`src/hdl/isaPkg.sv`:
```
`default_nettype none

////////////////////////////////////////////////////////////////////////////
// Instruction set of the accumulator core.
////////////////////////////////////////////////////////////////////////////

package isaPkg;

	// Opcodes live in the top nibble of every instruction word.
	// Codes 11 to 15 are unused and decode as NOP.
	typedef enum logic [3:0] {
		OpNop  = 4'd0,
		OpLdi  = 4'd1,
		OpAddi = 4'd2,
		OpAdd  = 4'd3,
		OpSub  = 4'd4,
		OpAnd  = 4'd5,
		OpXor  = 4'd6,
		OpLd   = 4'd7,
		OpSt   = 4'd8,
		OpBeqz = 4'd9,
		OpJmp  = 4'd10
	} opcodeT;

	// Field positions inside the 16-bit word.
	// Bits 10 to 8 are reserved and ignored by the decoder.
	localparam int OpcodeMsb = 15;
	localparam int OpcodeLsb = 12;
	// Zero selects accumulator A, one selects accumulator B.
	localparam int AccSelBit = 11;
	// The immediate doubles as data address and branch target.
	localparam int ImmMsb = 7;
	localparam int ImmLsb = 0;
	localparam int ImmWidth = ImmMsb - ImmLsb + 1;

	// Operations the execute stage can perform.
	// The zero code matters, since a bubble carries it.
	typedef enum logic [2:0] {
		AluPassImm = 3'd0,
		AluAdd     = 3'd1,
		AluSub     = 3'd2,
		AluAnd     = 3'd3,
		AluXor     = 3'd4,
		AluPassMem = 3'd5
	} aluOpT;

endpackage

`default_nettype wire

```
`src/hdl/corePkg.sv`:
```
`default_nettype none

package corePkg;

	localparam int DataWidth = 8;
	localparam int InstrWidth = 16;
	// Room for a 4K-word program; branches stay within a 256-word page.
	localparam int PcWidth = 12;

	// Fetch to decode.
	typedef struct packed {
		logic [InstrWidth-1:0] instr;
		logic [PcWidth-1:0]    pc;
	} ifIdT;

	// Decode to execute. Operand a is the selected accumulator.
	typedef struct packed {
		logic [DataWidth-1:0] opA;
		logic [DataWidth-1:0] opB;
		logic [DataWidth-1:0] imm;
		isaPkg::aluOpT        aluOp;
		logic                 acc;
		logic                 writeEn;
		logic                 memRead;
		logic                 memWrite;
		logic                 branchZero;
		logic                 jump;
		logic [PcWidth-1:0]   brTarget;
	} idExT;

	// Execute to memory.
	typedef struct packed {
		logic [DataWidth-1:0] result;
		logic [DataWidth-1:0] addr;
		logic [DataWidth-1:0] storeData;
		logic                 acc;
		logic                 writeEn;
		logic                 memRead;
		logic                 memWrite;
	} exMemT;

	// Memory to writeback.
	typedef struct packed {
		logic [DataWidth-1:0] data;
		logic                 acc;
		logic                 writeEn;
	} memWbT;

	// Bubbles are all zero, so every enable and branch flag is off.
	localparam ifIdT IfIdBubble = '0;
	localparam idExT IdExBubble = '0;
	localparam exMemT ExMemBubble = '0;
	localparam memWbT MemWbBubble = '0;

endpackage

`default_nettype wire

```
`src/hdl/pipeReg.sv`:
```
`timescale 1ns/1ns
`default_nettype none

// One stage boundary of the pipeline.
// The payload type changes per boundary, the behaviour does not.
module pipeReg #(
	parameter type payloadT = logic,
	parameter payloadT BubbleVal = '0
) (
	input  logic    clk,
	input  logic    rstN,
	input  logic    clear,
	input  payloadT d,
	output payloadT q
);

	// Reset and clear both leave a bubble behind.
	// A clear wins over new data, so a stopped core drains to bubbles.
	always_ff @(posedge clk or negedge rstN) begin
		if (!rstN) begin
			q <= BubbleVal;
		end else if (clear) begin
			q <= BubbleVal;
		end else begin
			q <= d;
		end
	end

endmodule

`default_nettype wire

```
`src/hdl/fetchStage.sv`:
```
`timescale 1ns/1ns
`default_nettype none

module fetchStage #(
	parameter int ImemDepth = 64
) (
	input  logic                           clk,
	input  logic                           rstN,
	input  logic                           run,
	input  logic                           progWe,
	input  logic [$clog2(ImemDepth)-1:0]   progAddr,
	input  logic [corePkg::InstrWidth-1:0] progData,
	input  logic                           brTaken,
	input  logic [corePkg::PcWidth-1:0]    brTarget,
	output logic [corePkg::InstrWidth-1:0] instr,
	output logic [corePkg::PcWidth-1:0]    pc
);

	import isaPkg::*;
	import corePkg::*;

	localparam int PcBits = $clog2(ImemDepth);

	logic [InstrWidth-1:0] imem [ImemDepth];
	logic [PcBits-1:0] pcQ;
	logic [InstrWidth-1:0] nopWord;

	////////////////////////////////////////////////////////////////////////////
	// Instruction memory. The load port only works while the core is stopped.
	////////////////////////////////////////////////////////////////////////////
	always_ff @(posedge clk) begin
		if (progWe && !run) begin
			imem[progAddr] <= progData;
		end
	end

	// The PC sits at 0 while stopped, so the next run starts from the top.
	// A taken branch overrides the increment; the two younger instructions
	// already in flight are not touched and complete as delay slots.
	always_ff @(posedge clk or negedge rstN) begin
		if (!rstN) begin
			pcQ <= '0;
		end else if (!run) begin
			pcQ <= '0;
		end else if (brTaken) begin
			pcQ <= brTarget[PcBits-1:0];
		end else begin
			pcQ <= pcQ + 1'b1;
		end
	end

	// NOP word built from the opcode, all other fields zero.
	always_comb begin
		nopWord = '0;
		nopWord[OpcodeMsb:OpcodeLsb] = OpNop;
	end

	assign instr = run ? imem[pcQ] : nopWord;
	// The upper PC bits are always zero for this memory size.
	assign pc = {{(PcWidth - PcBits){1'b0}}, pcQ};

endmodule

`default_nettype wire

```
`src/hdl/decodeStage.sv`:
```
`timescale 1ns/1ns
`default_nettype none

module decodeStage (
	input  logic [corePkg::InstrWidth-1:0] instr,
	input  logic [corePkg::PcWidth-1:0]    pc,
	input  logic [corePkg::DataWidth-1:0]  accA,
	input  logic [corePkg::DataWidth-1:0]  accB,
	output logic                           rdSel,
	output corePkg::idExT                  ctrl
);

	import isaPkg::*;
	import corePkg::*;

	opcodeT opcode;
	logic [ImmWidth-1:0] imm;

	assign opcode = opcodeT'(instr[OpcodeMsb:OpcodeLsb]);
	assign imm = instr[ImmMsb:ImmLsb];

	// The accumulator bank hands back the selected accumulator on port a
	// and the other one on port b.
	assign rdSel = instr[AccSelBit];

	////////////////////////////////////////////////////////////////////////////
	// Control decode.
	////////////////////////////////////////////////////////////////////////////
	always_comb begin
		ctrl = IdExBubble;
		ctrl.opA = accA;
		ctrl.opB = accB;
		ctrl.imm = imm;
		ctrl.acc = rdSel;
		// Targets are absolute within the page the branch sits in.
		ctrl.brTarget = {pc[PcWidth-1:ImmWidth], imm};
		case (opcode)
			OpLdi: begin
				ctrl.aluOp = AluPassImm;
				ctrl.writeEn = 1'b1;
			end
			OpAddi: begin
				// The immediate takes the place of the second operand.
				ctrl.aluOp = AluAdd;
				ctrl.opB = imm;
				ctrl.writeEn = 1'b1;
			end
			OpAdd: begin
				ctrl.aluOp = AluAdd;
				ctrl.writeEn = 1'b1;
			end
			OpSub: begin
				ctrl.aluOp = AluSub;
				ctrl.writeEn = 1'b1;
			end
			OpAnd: begin
				ctrl.aluOp = AluAnd;
				ctrl.writeEn = 1'b1;
			end
			OpXor: begin
				ctrl.aluOp = AluXor;
				ctrl.writeEn = 1'b1;
			end
			OpLd: begin
				ctrl.aluOp = AluPassMem;
				ctrl.writeEn = 1'b1;
				ctrl.memRead = 1'b1;
			end
			// Store data is operand a, the selected accumulator.
			OpSt: ctrl.memWrite = 1'b1;
			// The zero test in execute looks at operand a as well.
			OpBeqz: ctrl.branchZero = 1'b1;
			OpJmp: ctrl.jump = 1'b1;
			// NOP and the unused codes leave every enable off.
			default: ;
		endcase
	end

endmodule

`default_nettype wire

```
`src/hdl/accBank.sv`:
```
`timescale 1ns/1ns
`default_nettype none

module accBank (
	input  logic                          clk,
	input  logic                          rstN,
	input  logic                          rdSel,
	input  logic                          we,
	input  logic                          wAcc,
	input  logic [corePkg::DataWidth-1:0] wData,
	output logic [corePkg::DataWidth-1:0] accA,
	output logic [corePkg::DataWidth-1:0] accB
);

	import corePkg::*;

	// Entry 0 is accumulator A, entry 1 is accumulator B.
	logic [DataWidth-1:0] acc [2];

	// Written on the edge that closes the writeback cycle.
	always_ff @(posedge clk or negedge rstN) begin
		if (!rstN) begin
			acc[0] <= '0;
			acc[1] <= '0;
		end else if (we) begin
			acc[wAcc] <= wData;
		end
	end

	// Port a returns the selected accumulator, port b the other one.
	// A write in progress shows up on the matching port right away,
	// which shortens the producer to consumer distance by one.
	assign accA = (we && (wAcc == rdSel)) ? wData : acc[rdSel];
	assign accB = (we && (wAcc != rdSel)) ? wData : acc[~rdSel];

endmodule

`default_nettype wire

```
`src/hdl/executeStage.sv`:
```
`timescale 1ns/1ns
`default_nettype none

module executeStage (
	input  corePkg::idExT               ctrl,
	output corePkg::exMemT              result,
	output logic                        brTaken,
	output logic [corePkg::PcWidth-1:0] brTarget
);

	import isaPkg::*;
	import corePkg::*;

	logic [DataWidth-1:0] aluOut;

	////////////////////////////////////////////////////////////////////////////
	// ALU. All arithmetic wraps at the data width.
	////////////////////////////////////////////////////////////////////////////
	always_comb begin
		case (ctrl.aluOp)
			AluPassImm: aluOut = ctrl.imm;
			AluAdd:     aluOut = ctrl.opA + ctrl.opB;
			AluSub:     aluOut = ctrl.opA - ctrl.opB;
			AluAnd:     aluOut = ctrl.opA & ctrl.opB;
			AluXor:     aluOut = ctrl.opA ^ ctrl.opB;
			// The memory stage puts the loaded word in place of this.
			AluPassMem: aluOut = '0;
			default:    aluOut = '0;
		endcase
	end

	// Memory accesses address with the immediate.
	// A store writes the selected accumulator, carried as operand a.
	always_comb begin
		result = ExMemBubble;
		result.result = aluOut;
		result.addr = ctrl.imm;
		result.storeData = ctrl.opA;
		result.acc = ctrl.acc;
		result.writeEn = ctrl.writeEn;
		result.memRead = ctrl.memRead;
		result.memWrite = ctrl.memWrite;
	end

	////////////////////////////////////////////////////////////////////////////
	// Branch resolution.
	////////////////////////////////////////////////////////////////////////////

	// A bubble has both flags low, so it can never redirect fetch.
	assign brTaken = ctrl.jump | (ctrl.branchZero & (ctrl.opA == '0));
	assign brTarget = ctrl.brTarget;

endmodule

`default_nettype wire

```
`src/hdl/memStage.sv`:
```
`timescale 1ns/1ns
`default_nettype none

module memStage #(
	parameter int DmemDepth = 16
) (
	input  logic           clk,
	input  corePkg::exMemT in,
	output corePkg::memWbT out
);

	import corePkg::*;

	localparam int IdxBits = $clog2(DmemDepth);

	// The data memory keeps its contents across a core reset.
	logic [DataWidth-1:0] dmem [DmemDepth];
	logic [IdxBits-1:0] idx;

	// Addresses past the end wrap around.
	assign idx = IdxBits'(in.addr % DmemDepth);

	always_ff @(posedge clk) begin
		if (in.memWrite) begin
			dmem[idx] <= in.storeData;
		end
	end

	// The read is combinational. A load that directly follows a store to the
	// same byte already sees the new value, since the store wrote last edge.
	always_comb begin
		out = MemWbBubble;
		out.data = in.memRead ? dmem[idx] : in.result;
		out.acc = in.acc;
		out.writeEn = in.writeEn;
	end

endmodule

`default_nettype wire

```
`src/hdl/pipelineTop.sv`:
```
`timescale 1ns/1ns
`default_nettype none

module pipelineTop #(
	parameter int ImemDepth = 64,
	parameter int DmemDepth = 16
) (
	input  logic                           clk,
	input  logic                           rstN,
	input  logic                           run,
	input  logic                           progWe,
	input  logic [$clog2(ImemDepth)-1:0]   progAddr,
	input  logic [corePkg::InstrWidth-1:0] progData,
	output logic                           wbValid,
	output logic                           wbAcc,
	output logic [corePkg::DataWidth-1:0]  wbData
);

	import corePkg::*;

	logic clearStages;
	logic [InstrWidth-1:0] fInstr;
	logic [PcWidth-1:0] fPc;
	logic brTaken;
	logic [PcWidth-1:0] brTarget;
	logic rdSel;
	logic [DataWidth-1:0] accA;
	logic [DataWidth-1:0] accB;
	ifIdT ifIdD;
	ifIdT ifIdQ;
	idExT idExD;
	idExT idExQ;
	exMemT exMemD;
	exMemT exMemQ;
	memWbT memWbD;
	memWbT memWbQ;

	// Stopping the core drains every boundary to bubbles.
	assign clearStages = !run;

	////////////////////////////////////////////////////////////////////////////
	// Fetch and decode.
	////////////////////////////////////////////////////////////////////////////
	fetchStage #(.ImemDepth(ImemDepth)) fetch (
		.clk, .rstN, .run, .progWe, .progAddr, .progData,
		.brTaken, .brTarget, .instr(fInstr), .pc(fPc)
	);

	assign ifIdD = '{instr: fInstr, pc: fPc};

	pipeReg #(.payloadT(ifIdT), .BubbleVal(IfIdBubble)) ifIdReg (
		.clk, .rstN, .clear(clearStages), .d(ifIdD), .q(ifIdQ)
	);

	decodeStage decode (
		.instr(ifIdQ.instr), .pc(ifIdQ.pc), .accA, .accB, .rdSel, .ctrl(idExD)
	);

	// Written from the writeback boundary, read by decode.
	accBank accs (
		.clk, .rstN, .rdSel, .we(memWbQ.writeEn), .wAcc(memWbQ.acc),
		.wData(memWbQ.data), .accA, .accB
	);

	pipeReg #(.payloadT(idExT), .BubbleVal(IdExBubble)) idExReg (
		.clk, .rstN, .clear(clearStages), .d(idExD), .q(idExQ)
	);

	////////////////////////////////////////////////////////////////////////////
	// Execute, memory and writeback.
	////////////////////////////////////////////////////////////////////////////
	executeStage execute (
		.ctrl(idExQ), .result(exMemD), .brTaken, .brTarget
	);

	pipeReg #(.payloadT(exMemT), .BubbleVal(ExMemBubble)) exMemReg (
		.clk, .rstN, .clear(clearStages), .d(exMemD), .q(exMemQ)
	);

	memStage #(.DmemDepth(DmemDepth)) mem (
		.clk, .in(exMemQ), .out(memWbD)
	);

	pipeReg #(.payloadT(memWbT), .BubbleVal(MemWbBubble)) memWbReg (
		.clk, .rstN, .clear(clearStages), .d(memWbD), .q(memWbQ)
	);

	// The writeback ports mirror what the accumulator bank is being given.
	assign wbValid = memWbQ.writeEn;
	assign wbAcc = memWbQ.acc;
	assign wbData = memWbQ.data;

endmodule

`default_nettype wire

```
`config.mk`:
```
export PLATFORM = sky130hd
export DESIGN_NAME = pipelineTop
export DESIGN_NICKNAME = d
export VERILOG_FILES = /design/src/hdl/isaPkg.sv /design/src/hdl/corePkg.sv /design/src/hdl/pipeReg.sv /design/src/hdl/fetchStage.sv /design/src/hdl/decodeStage.sv /design/src/hdl/accBank.sv /design/src/hdl/executeStage.sv /design/src/hdl/memStage.sv /design/src/hdl/pipelineTop.sv
export SDC_FILE = /design/constraint.sdc
export NUM_CORES = 1
export LEC_CHECK = 0
export BUFFER_PORTS_ARGS = -buffer_cell sky130_fd_sc_hd__buf_2
export CAP_MARGIN = 10
export CORE_ASPECT_RATIO = 1.2
export CORE_UTILIZATION = 60
export CTS_BUF_LIST = sky130_fd_sc_hd__clkbuf_8
export DETAILED_ROUTE_END_ITERATION = 8
export PLACE_DENSITY = 0.76
export REMOVE_ABC_BUFFERS = 1
export SKIP_CTS_REPAIR_TIMING = 1
export SYNTH_ARGS = -nofsm -noshare
export SYNTH_HDL_FRONTEND = slang
export SYNTH_HIERARCHICAL = 1
export SYNTH_SLANG_ARGS = --single-unit
```
`constraint.sdc`:
```
create_clock -name clk -period 3.85 [get_ports clk]
set_input_delay 0.1925 -clock clk [delete_from_list [all_inputs] [get_ports clk]]
set_output_delay 0.1925 -clock clk [all_outputs]
set_load 0.05 [all_outputs]
```
# [Word level (Yosys, flattened, before mapping)]
# Memories as Yosys holds them, arrays and structs flattened.
# Cells that the tools add are included.
[totals] ff_bits=123 mem_bits_rw=1152 inputBits=26 word_cells=98 memories=2
[classes] n_addsub=3 magnitude_cmp=4 eq_ne=16 mux=30 n_bitwise=8 reduce_logical=9
[mem_list] memory="fetch.imem" depth=64 width=16 rd=1 rd_clocked_by_memory_dff=0 write_ports=1 line_no="fetchStage.sv:24" text="logic [InstrWidth-1:0] imem [ImemDepth];"
[mem_list] memory="mem.dmem" depth=16 width=8 rd=1 rd_clocked_by_memory_dff=0 write_ports=1 line_no="memStage.sv:17" text="logic [DataWidth-1:0] dmem [DmemDepth];"
[op_table] operator="$mux 8" n=11
[op_table] operator="$mux 28" n=2
[op_table] operator="$mux 45" n=1
[op_table] operator="$pmux 8 s5" n=1
[op_table] operator="$bwmux 16" n=1
[op_table] operator="$eq 4x3->1 const B" n=4
[op_table] operator="$pmux 3 s5" n=1
[op_table] operator="$eq 4x4->1 const B" n=3
[op_table] operator="$mux 6" n=2
[op_table] operator="$mux 10" n=1
[op_table] operator="$mux 1" n=9
[op_table] operator="$add 8x8->8" n=1
[op_table] operator="$and 8x8->8" n=1
[op_table] operator="$demux 8 s1" n=1
[op_table] operator="$eq 4x2->1 const B" n=2
[op_table] operator="$logic_not 8->1" n=1
[op_table] operator="$sub 8x8->8" n=1
[op_table] operator="$xor 8x8->8" n=1
[op_table] operator="$reduce_or 7->1" n=1
[op_table] operator="$add 6x1->6 const B" n=1
[op_table] operator="$eq 3x2->1 const B" n=2
[op_table] operator="$ge 2x2->1 const B" n=3
[op_table] operator="$not 1->2" n=3
[op_table] operator="$eq 4x1->1 const B" n=1
[op_table] operator="other kinds (12)" n=15

# [Logic depth before layout (Yosys ltp)]
# Gate-level depths: netlist (run 1).
[depth] ltp_word=8 ltp_mapped=13 mapped_depth_nobuf=12

# [Modules after synthesis]
# The synthesis (run 1) kept the hierarchy.
[modules_own_cells] mod="fetchStage" instances=1 cells_each=1843 area_each_um2=39611.7
[modules_own_cells] mod="memStage" instances=1 cells_each=296 area_each_um2=5205.0
[modules_own_cells] mod="pipeReg (exMemReg ...)" instances=2 cells_each=58 area_each_um2=918.4
[modules_own_cells] mod="pipeReg (idExReg)" instances=1 cells_each=94 area_each_um2=1427.6
[modules_own_cells] mod="accBank" instances=1 cells_each=155 area_each_um2=1263.7
[modules_own_cells] mod="executeStage" instances=1 cells_each=147 area_each_um2=1117.3
[modules_own_cells] mod="decodeStage" instances=1 cells_each=50 area_each_um2=430.4
[modules_own_cells] mod="pipeReg (memWbReg)" instances=1 cells_each=20 area_each_um2=312.8
[modules_own_cells] mod="pipelineTop" instances=1 cells_each=1 area_each_um2=3.8

# [Worst setup path before layout (run 1)]
# OpenSTA, ideal clock, no wires.
[synth_timing] path_type="flip-flop to flip-flop" from="register idExReg/q[18] in the netlist's numbering" to="register exMemReg/q[25] in the netlist's numbering" setup_time_ps=120 t_arrival_ps=2427 t_required_ps=3730 path_slack_ps=1304 stages_incl_launch_ff=14 synth_period_minus_slack_ps=2546 path_cell_list="dfrtp_1 buf_6 nand2b_4 nor2_4 mux2_2 inv_1 ha_1 nor2b_1 o31a_1 o21ai_0 nand2b_1 xnor2_1 o221ai_1 and2b_2"
[synth_lines] element="from (decl)" line_no="pipeReg.sv:14" text="output payloadT q"
[synth_lines] element="from (signal assigned)" line_no="pipeReg.sv:21" text="q <= BubbleVal;"
[synth_lines] element="from (signal assigned)" line_no="pipeReg.sv:23" text="q <= BubbleVal;"
[synth_lines] element="to (signal assigned)" line_no="pipeReg.sv:21"
[synth_lines] element="to (signal assigned)" line_no="pipeReg.sv:23"
[synth_lines] element="to (decl)" line_no="pipeReg.sv:14"

# [Worst setup path after layout (run 1)]
[layout_timing] from="register fetch.pcQ[0]" to="register ifIdReg/q[27] in the netlist's numbering"
[layout_via] elab_chain_cells=2
[layout_rtl] element="from (decl)" line_no="fetchStage.sv:25" text="logic [PcBits-1:0] pcQ;"
[layout_rtl] element="from (signal assigned)" line_no="fetchStage.sv:46" text="pcQ <= brTarget[PcBits-1:0];"
[layout_rtl] element="from (signal assigned)" line_no="fetchStage.sv:48" text="pcQ <= pcQ + 1'b1;"
[layout_rtl] element="$mem_v2 64x16"
[layout_rtl] element="net fInstr[15]" line_no="pipelineTop.sv:22" text="logic [InstrWidth-1:0] fInstr;"
[layout_rtl] element="$mux 28" line_no="pipeReg.sv:22" text="end else if (clear) begin"
[layout_rtl] element="to (signal assigned)" line_no="pipeReg.sv:21"
[layout_rtl] element="to (signal assigned)" line_no="pipeReg.sv:23"
[layout_rtl] element="to (decl)" line_no="pipeReg.sv:14"
# The timed path passes the listed nets, and every way through them passes these cells.
# A chain may end at the register's enable or synchronous reset.

==> reports/results.tsv, run 1 <==
metric	value	unit
status	finished clean	
dpl_worst_slack	0.6999	ns
setup_ws	0.7096	ns
vias_per_cell	6.333	
start_kind	register	
area_growth	9.311	%
dr.first_iter.drc_count	1924	
layout_min_cycle_time	3.140	ns
first_pass_iters	5	
cts_root_buf	clkbuf_8	
htreeDepth	4	
final_area	0.04709	mm^2
crit_fanout	17	
ff2ff_path_depth	7	
hold_slack	0.05530	ns
die-area	0.07288	mm^2
irDropWorstVdd	0.3465	mV
rows	107	
netlist_instances	2349	
start_util	0.6071	
instances_no_fill	3511	
syn_area	0.04308	mm^2
dp_hpwl	56090	um
rr_startpoint	fetch/pcQ[0]	
finalSetupViolCount	0	
synth-warning-count	6	
avgSynthCellArea	18.34	um^2
ctsLongestPathBuffers	3	
tns	0	ns
holdCritPathClass	primary input to register	
antenna_found_initial	1	
critPathLaunch	fetch/pcQ[0]	
cp.required	4.53	ns
clock_latency	0.80	ns
ant_nets	0	
rsz0062_at_grt	false	
dpl-instance-area	0.04414	mm^2
leakagePower	15.71	nW
relSlewSlack	0.1440	
numCtsBuffers	156	
core_area	0.07096	mm^2
nets	2506	
dp.cells	3223	
endpoint	ifIdReg/q[27]	
drc_errors	0	
rr_endpoint	ifIdReg/q[27]	
die_h	295.5	um
endpoint_kind	register	
totalWireLength	91890	um
grt_pass1_vias	22620	
crit_arrival	3.82	ns
routedWlPerCell	26.17	um
drv_cap	0	
grt-ovfl-total	0	
grt_pass1_wl	137400	um
path_class	register to register	
cts_tree	yes	
powerDensity	477.8	mW/mm^2
fmax	318.4	MHz
ff2ff_setup_slack	0.71	ns
drive_gt1_frac	0.2206	
fin_worst_skew	0.02867	ns
drv_slew	0	
die-width	246.6	um
gp_congestion	0.8455	
timing.final.crit_share	0.8157	
grt_use_total	0.2595	
finalHoldViolCount	0	
worst_pin_slew	1.284	ns
cts.clk_slew.worst_paths	0.07	ns
cts_sinks	1068	
numPortBuffers	32	
num_vias	22240	
grt_start_max_net_pins	83	
io_pins	36	
sequential cells by signal, summed over array words and instances, names as in the netlist:
signal      flops
fetch/imem    832
memWbReg/q     10
fetch/pcQ       6
mem/dmem      128
accs/acc       16
idExReg/q      39
exMemReg/q     24
ifIdReg/q      13
placed cells by master (no fill, tap or decap), types with 37 or more instances in the layout:
cell / count
nand2_1: 45
mux2i_1: 168
buf_4: 106
inv_1: 80
a211oi_1: 48
nor2_1: 138
o22ai_1: 37
clkbuf_8: 163
mux4_2: 165
a21oi_1: 51
edfxtp_1: 960
nor2b_1: 85
dfrtp_1: 103
area by class of cell:
type                            count  area, um^2
Sequential cell                  1068       31540
Antenna cell                        1       2.502
Fill cell                        4592       23860
Tap cell                          926        1159
Inverter                           27       101.3
Timing Repair Buffer              154        1221
Clock buffer                      163        2243
Clock inverter                    117       631.9
Multi-Input combinational cell   1055       10190
worst min path at each step:
stage | start | cells past startpoint | slack [ns] | to
final | progData[2] | 2 | 0.06 | fetch/imem[52][2]
after global routing | progData[2] | 2 | 0.04 | fetch/imem[52][2]
after CTS | rstN | 1 | -0.45 | exMemReg/q[26]
after detailed placement | rstN | 1 | 0.43 | memWbReg/q[6]
after global placement | rstN | 1 | 0.41 | memWbReg/q[4]
after floorplan | rstN | 0 | -0.10 | accs/acc[0]
per-layer routing:
layer,track usage,routed length (um)
met5,0,0
met2,0.4273,46380
met4,0.1281,4152
met1,0.3339,34410
met3,0.04847,6958
report_power, final:
group | internal [mW] | leakage, nW | switching [mW]
sequential | 12.7 | 10.2 | 0.101
clock | 4.17 | 1.68 | 4.16
combinational | 0.562 | 3.84 | 0.803
critical path, stage by stage (launching register included):
cell and delay (ns):
dfrtp_4 0.70, buf_12 0.25, mux4_2 0.51, nor2b_1 0.16, a211oi_1 0.55, o22ai_1 0.22
or3_1 0.42, and2b_2 0.20
through the flow:
| step | total power, mW | util |
|---|---|---|
| 2_1_floorplan | 14.03 | - |
| 3_5_place_dp | 14.41 | 0.6221 |
| 4_1_cts | 22.67 | 0.6627 |
| 3_3_place_gp | 14.36 | 0.6221 |
| 6_report | 22.50 | 0.6637 |
| 5_1_grt | 23.20 | 0.6637 |
Note: power is estimated with default switching activity, not from simulation.
==> run 2, diff against run 1 <==
--- a/config.mk
+++ b/config.mk
@@ -5,6 +5,7 @@
 export SDC_FILE = /design/constraint.sdc
 export NUM_CORES = 1
 export LEC_CHECK = 0
+export ABC_AREA = 1
 export BUFFER_PORTS_ARGS = -buffer_cell sky130_fd_sc_hd__buf_2
 export CAP_MARGIN = 10
 export CORE_ASPECT_RATIO = 1.2
==> constraint.sdc (replaced) <==
create_clock -name clk -period 3.1 [get_ports clk]
set_input_delay 0.155 -clock clk [delete_from_list [all_inputs] [get_ports clk]]
set_output_delay 0.155 -clock clk [all_outputs]
set_load 0.05 [all_outputs]
==> run 2 against run 1 <==
The flow now finishes with violations (negative hold slack). Clock-buffer cell count grew 6. Die area grew 5.4%. Final cell count grew 55%. Worst hold slack lost 0.065 ns. Register-to-register slack lost 0.26 ns. Clock power grew 30%. Synthesized cell count grew 81%. Sequential share of layout area shrank 3.5 points. First-iteration DRC count grew 58%. Largest cell class unchanged. Critical path depth grew 5. Combinational power grew 110%.
==> reports/results.tsv, run 2 <==
metric	value	unit	change
status	complete, but fails checks		
violations	negative hold slack		
vias_per_cell	5.563		-12%
ant_nets	0		unchanged
rsz0062_at_grt	false		
drc_errors	0		unchanged
critPathSlowestCell	dfrtp_4		
path_cells	clkinv_8 -> buf_12 -> nand2_1 -> nand2_1 -> nand2_1 -> nand3_1 -> nand3_1 -> nand2_1 -> nand3_1 -> a21oi_1 -> inv_1 -> nor2_1		
cpMostUsedCell	nand2_1		
dpl_worst_slack	0.5935	ns	-0.1065 ns
crit_fanout	52		+35
htreeDepth	4		unchanged
drive_gt1_frac	0.09942		-0.1212
fmax	377.2	MHz	+18%
grt_pass1_vias	28790		+27%
numCtsBuffers	160		+2.6%
finalHoldViolCount	1		+1
drv_cap	0		unchanged
cts_tree	yes		
fin_worst_skew	0.03309	ns	+0.004426 ns
grt_pass1_wl	162200	um	+18%
clock_latency	0.82	ns	+0.02 ns
ctsLongestPathBuffers	3		unchanged
grt_use_total	0.2833		+0.02379
rows	110		+2.8%
start_util	0.6056		-0.001570
synth-warning-count	6		unchanged
dp_hpwl	64360	um	+15%
layout_min_cycle_time	2.651	ns	-0.4895 ns
cts_sinks	1068		unchanged
die_h	303.4	um	+2.7%
largest_reg_flops	832		unchanged
first_pass_iters	6		+1
antenna_found_initial	2		+1
numPortBuffers	32		unchanged
totalWireLength	106800	um	+16%
num_vias	30340		+36%
grt-ovfl-total	0		unchanged
nets	4358		+74%
cts.clk_slew.worst_paths	0.06	ns	about the same
top_regs	fetch/imem (832), mem/dmem (128), idExReg/q (39)		
netlist_instances	4256		+81%
layout_commonest_cell	nand2_1		
syn_area	0.04542	mm^2	+5.4%
critical_path.max_stage_delay	0.58	ns	-0.12 ns
final_cell_mix	nand2_1, edfxtp_1, nor2_1, nand3_1, inv_1		
holdCritPathClass	primary input to asynchronous set/reset pin		
crit_arrival	3.38	ns	-0.44 ns
relSlewSlack	0.2025		+0.05851
cp.required	3.83	ns	-0.70 ns
leakagePower	19.41	nW	+24%
endpoint_kind	register		
finalSetupViolCount	0		unchanged
path_class	register to register		
setup_ws	0.4491	ns	-0.2605 ns
io_pins	36		unchanged
timing.final.crit_share	0.8551		+0.03944
power	29.59	mW	+31%
largest_register	fetch/imem		
routedWlPerCell	19.57	um	-25%
area_growth	9.443	%	
cts_root_buf	clkbuf_8		
die-area	0.07682	mm^2	+5.4%
avgSynthCellArea	10.67	um^2	-42%
hold_slack	-0.01017	ns	-0.06547 ns
powerDensity	595.2	mW/mm^2	+25%
drv_slew	0		unchanged
die-width	253.2	um	+2.7%
gp_congestion	0.9077		+7.4%
ff2ff_path_depth	12		+5
grt_start_max_net_pins	117		+41%
dr.first_iter.drc_count	3046		+58%
irDropWorstVdd	0.5621	mV	+62%
start_kind	register		
worst_pin_slew	1.196	ns	-0.08777 ns
core_area	0.07501	mm^2	+5.7%
run 2: report_power, final:
group	internal, mW	switching, mW	leakage [nW]
sequential	15.8	0.123	10.1
clock	5.57	5.27	1.73
combinational	0.786	2.03	7.53
run 2: layout make-up:
| type | count | area (um^2) |
|---|---|---|
| Tap cell | 1008 | 1261 |
| Sequential cell | 1068 | 31540 |
| Antenna cell | 1 | 2.502 |
| Multi-Input combinational cell | 2667 | 11360 |
| Fill cell | 5444 | 25300 |
| Inverter | 219 | 842.1 |
| Clock buffer | 169 | 2326 |
| Clock inverter | 125 | 709.4 |
| Timing Repair Buffer | 198 | 1677 |
run 2: path summary, 6_finish.rpt:
check                              start                end  slack (ns)
setup / recovery            fetch/pcQ[0]      ifIdReg/q[25]        0.45
hold / removal                      rstN     exMemReg/q[15]       -0.01
setup reg to reg            fetch/pcQ[0]      ifIdReg/q[25]        0.45
hold reg to reg            idExReg/q[14]      exMemReg/q[0]        0.46
max in group asynchronous           rstN        accs/acc[5]        2.37
min in group clk            progData[13]  fetch/imem[6][13]        0.03
run 2: metal layers:
layer  track usage  routed length (um)  up-vias
met4        0.1724                6033        2
li1              -                   -    14290
met3       0.04747                8231      332
met5             0                  10        -
met2        0.4700               52310     1343
met1        0.3507               40180    14380
run 2: per-stage QoR:
| stage | utilization | TNS (ns) | cell area, um^2 | cells | hold slack, ns |
|---|---|---|---|---|---|
| floorplan | - | -152.87 | 43710 | 3954 | -0.1406 |
| global placement | 0.6213 | 0 | 46600 | 5153 | 0.3011 |
| detailed placement | 0.6213 | 0 | 46600 | 5153 | 0.3051 |
| CTS | 0.6618 | 0 | 49640 | 5447 | -0.5872 |
| global route | 0.6628 | 0 | 49710 | 5455 | 0.02908 |
| finish | 0.6628 | 0 | 49710 | 5455 | -0.01017 |
run 2: worst max-delay path, delay by kind of cell, from the launching register on:
family	cells	cell delay, ns
AND/OR/NAND/NOR	8	1.06
buffers and inverters	3	0.60
flip-flops	1	0.58
AO/OA/AOI/OAI	1	0.25
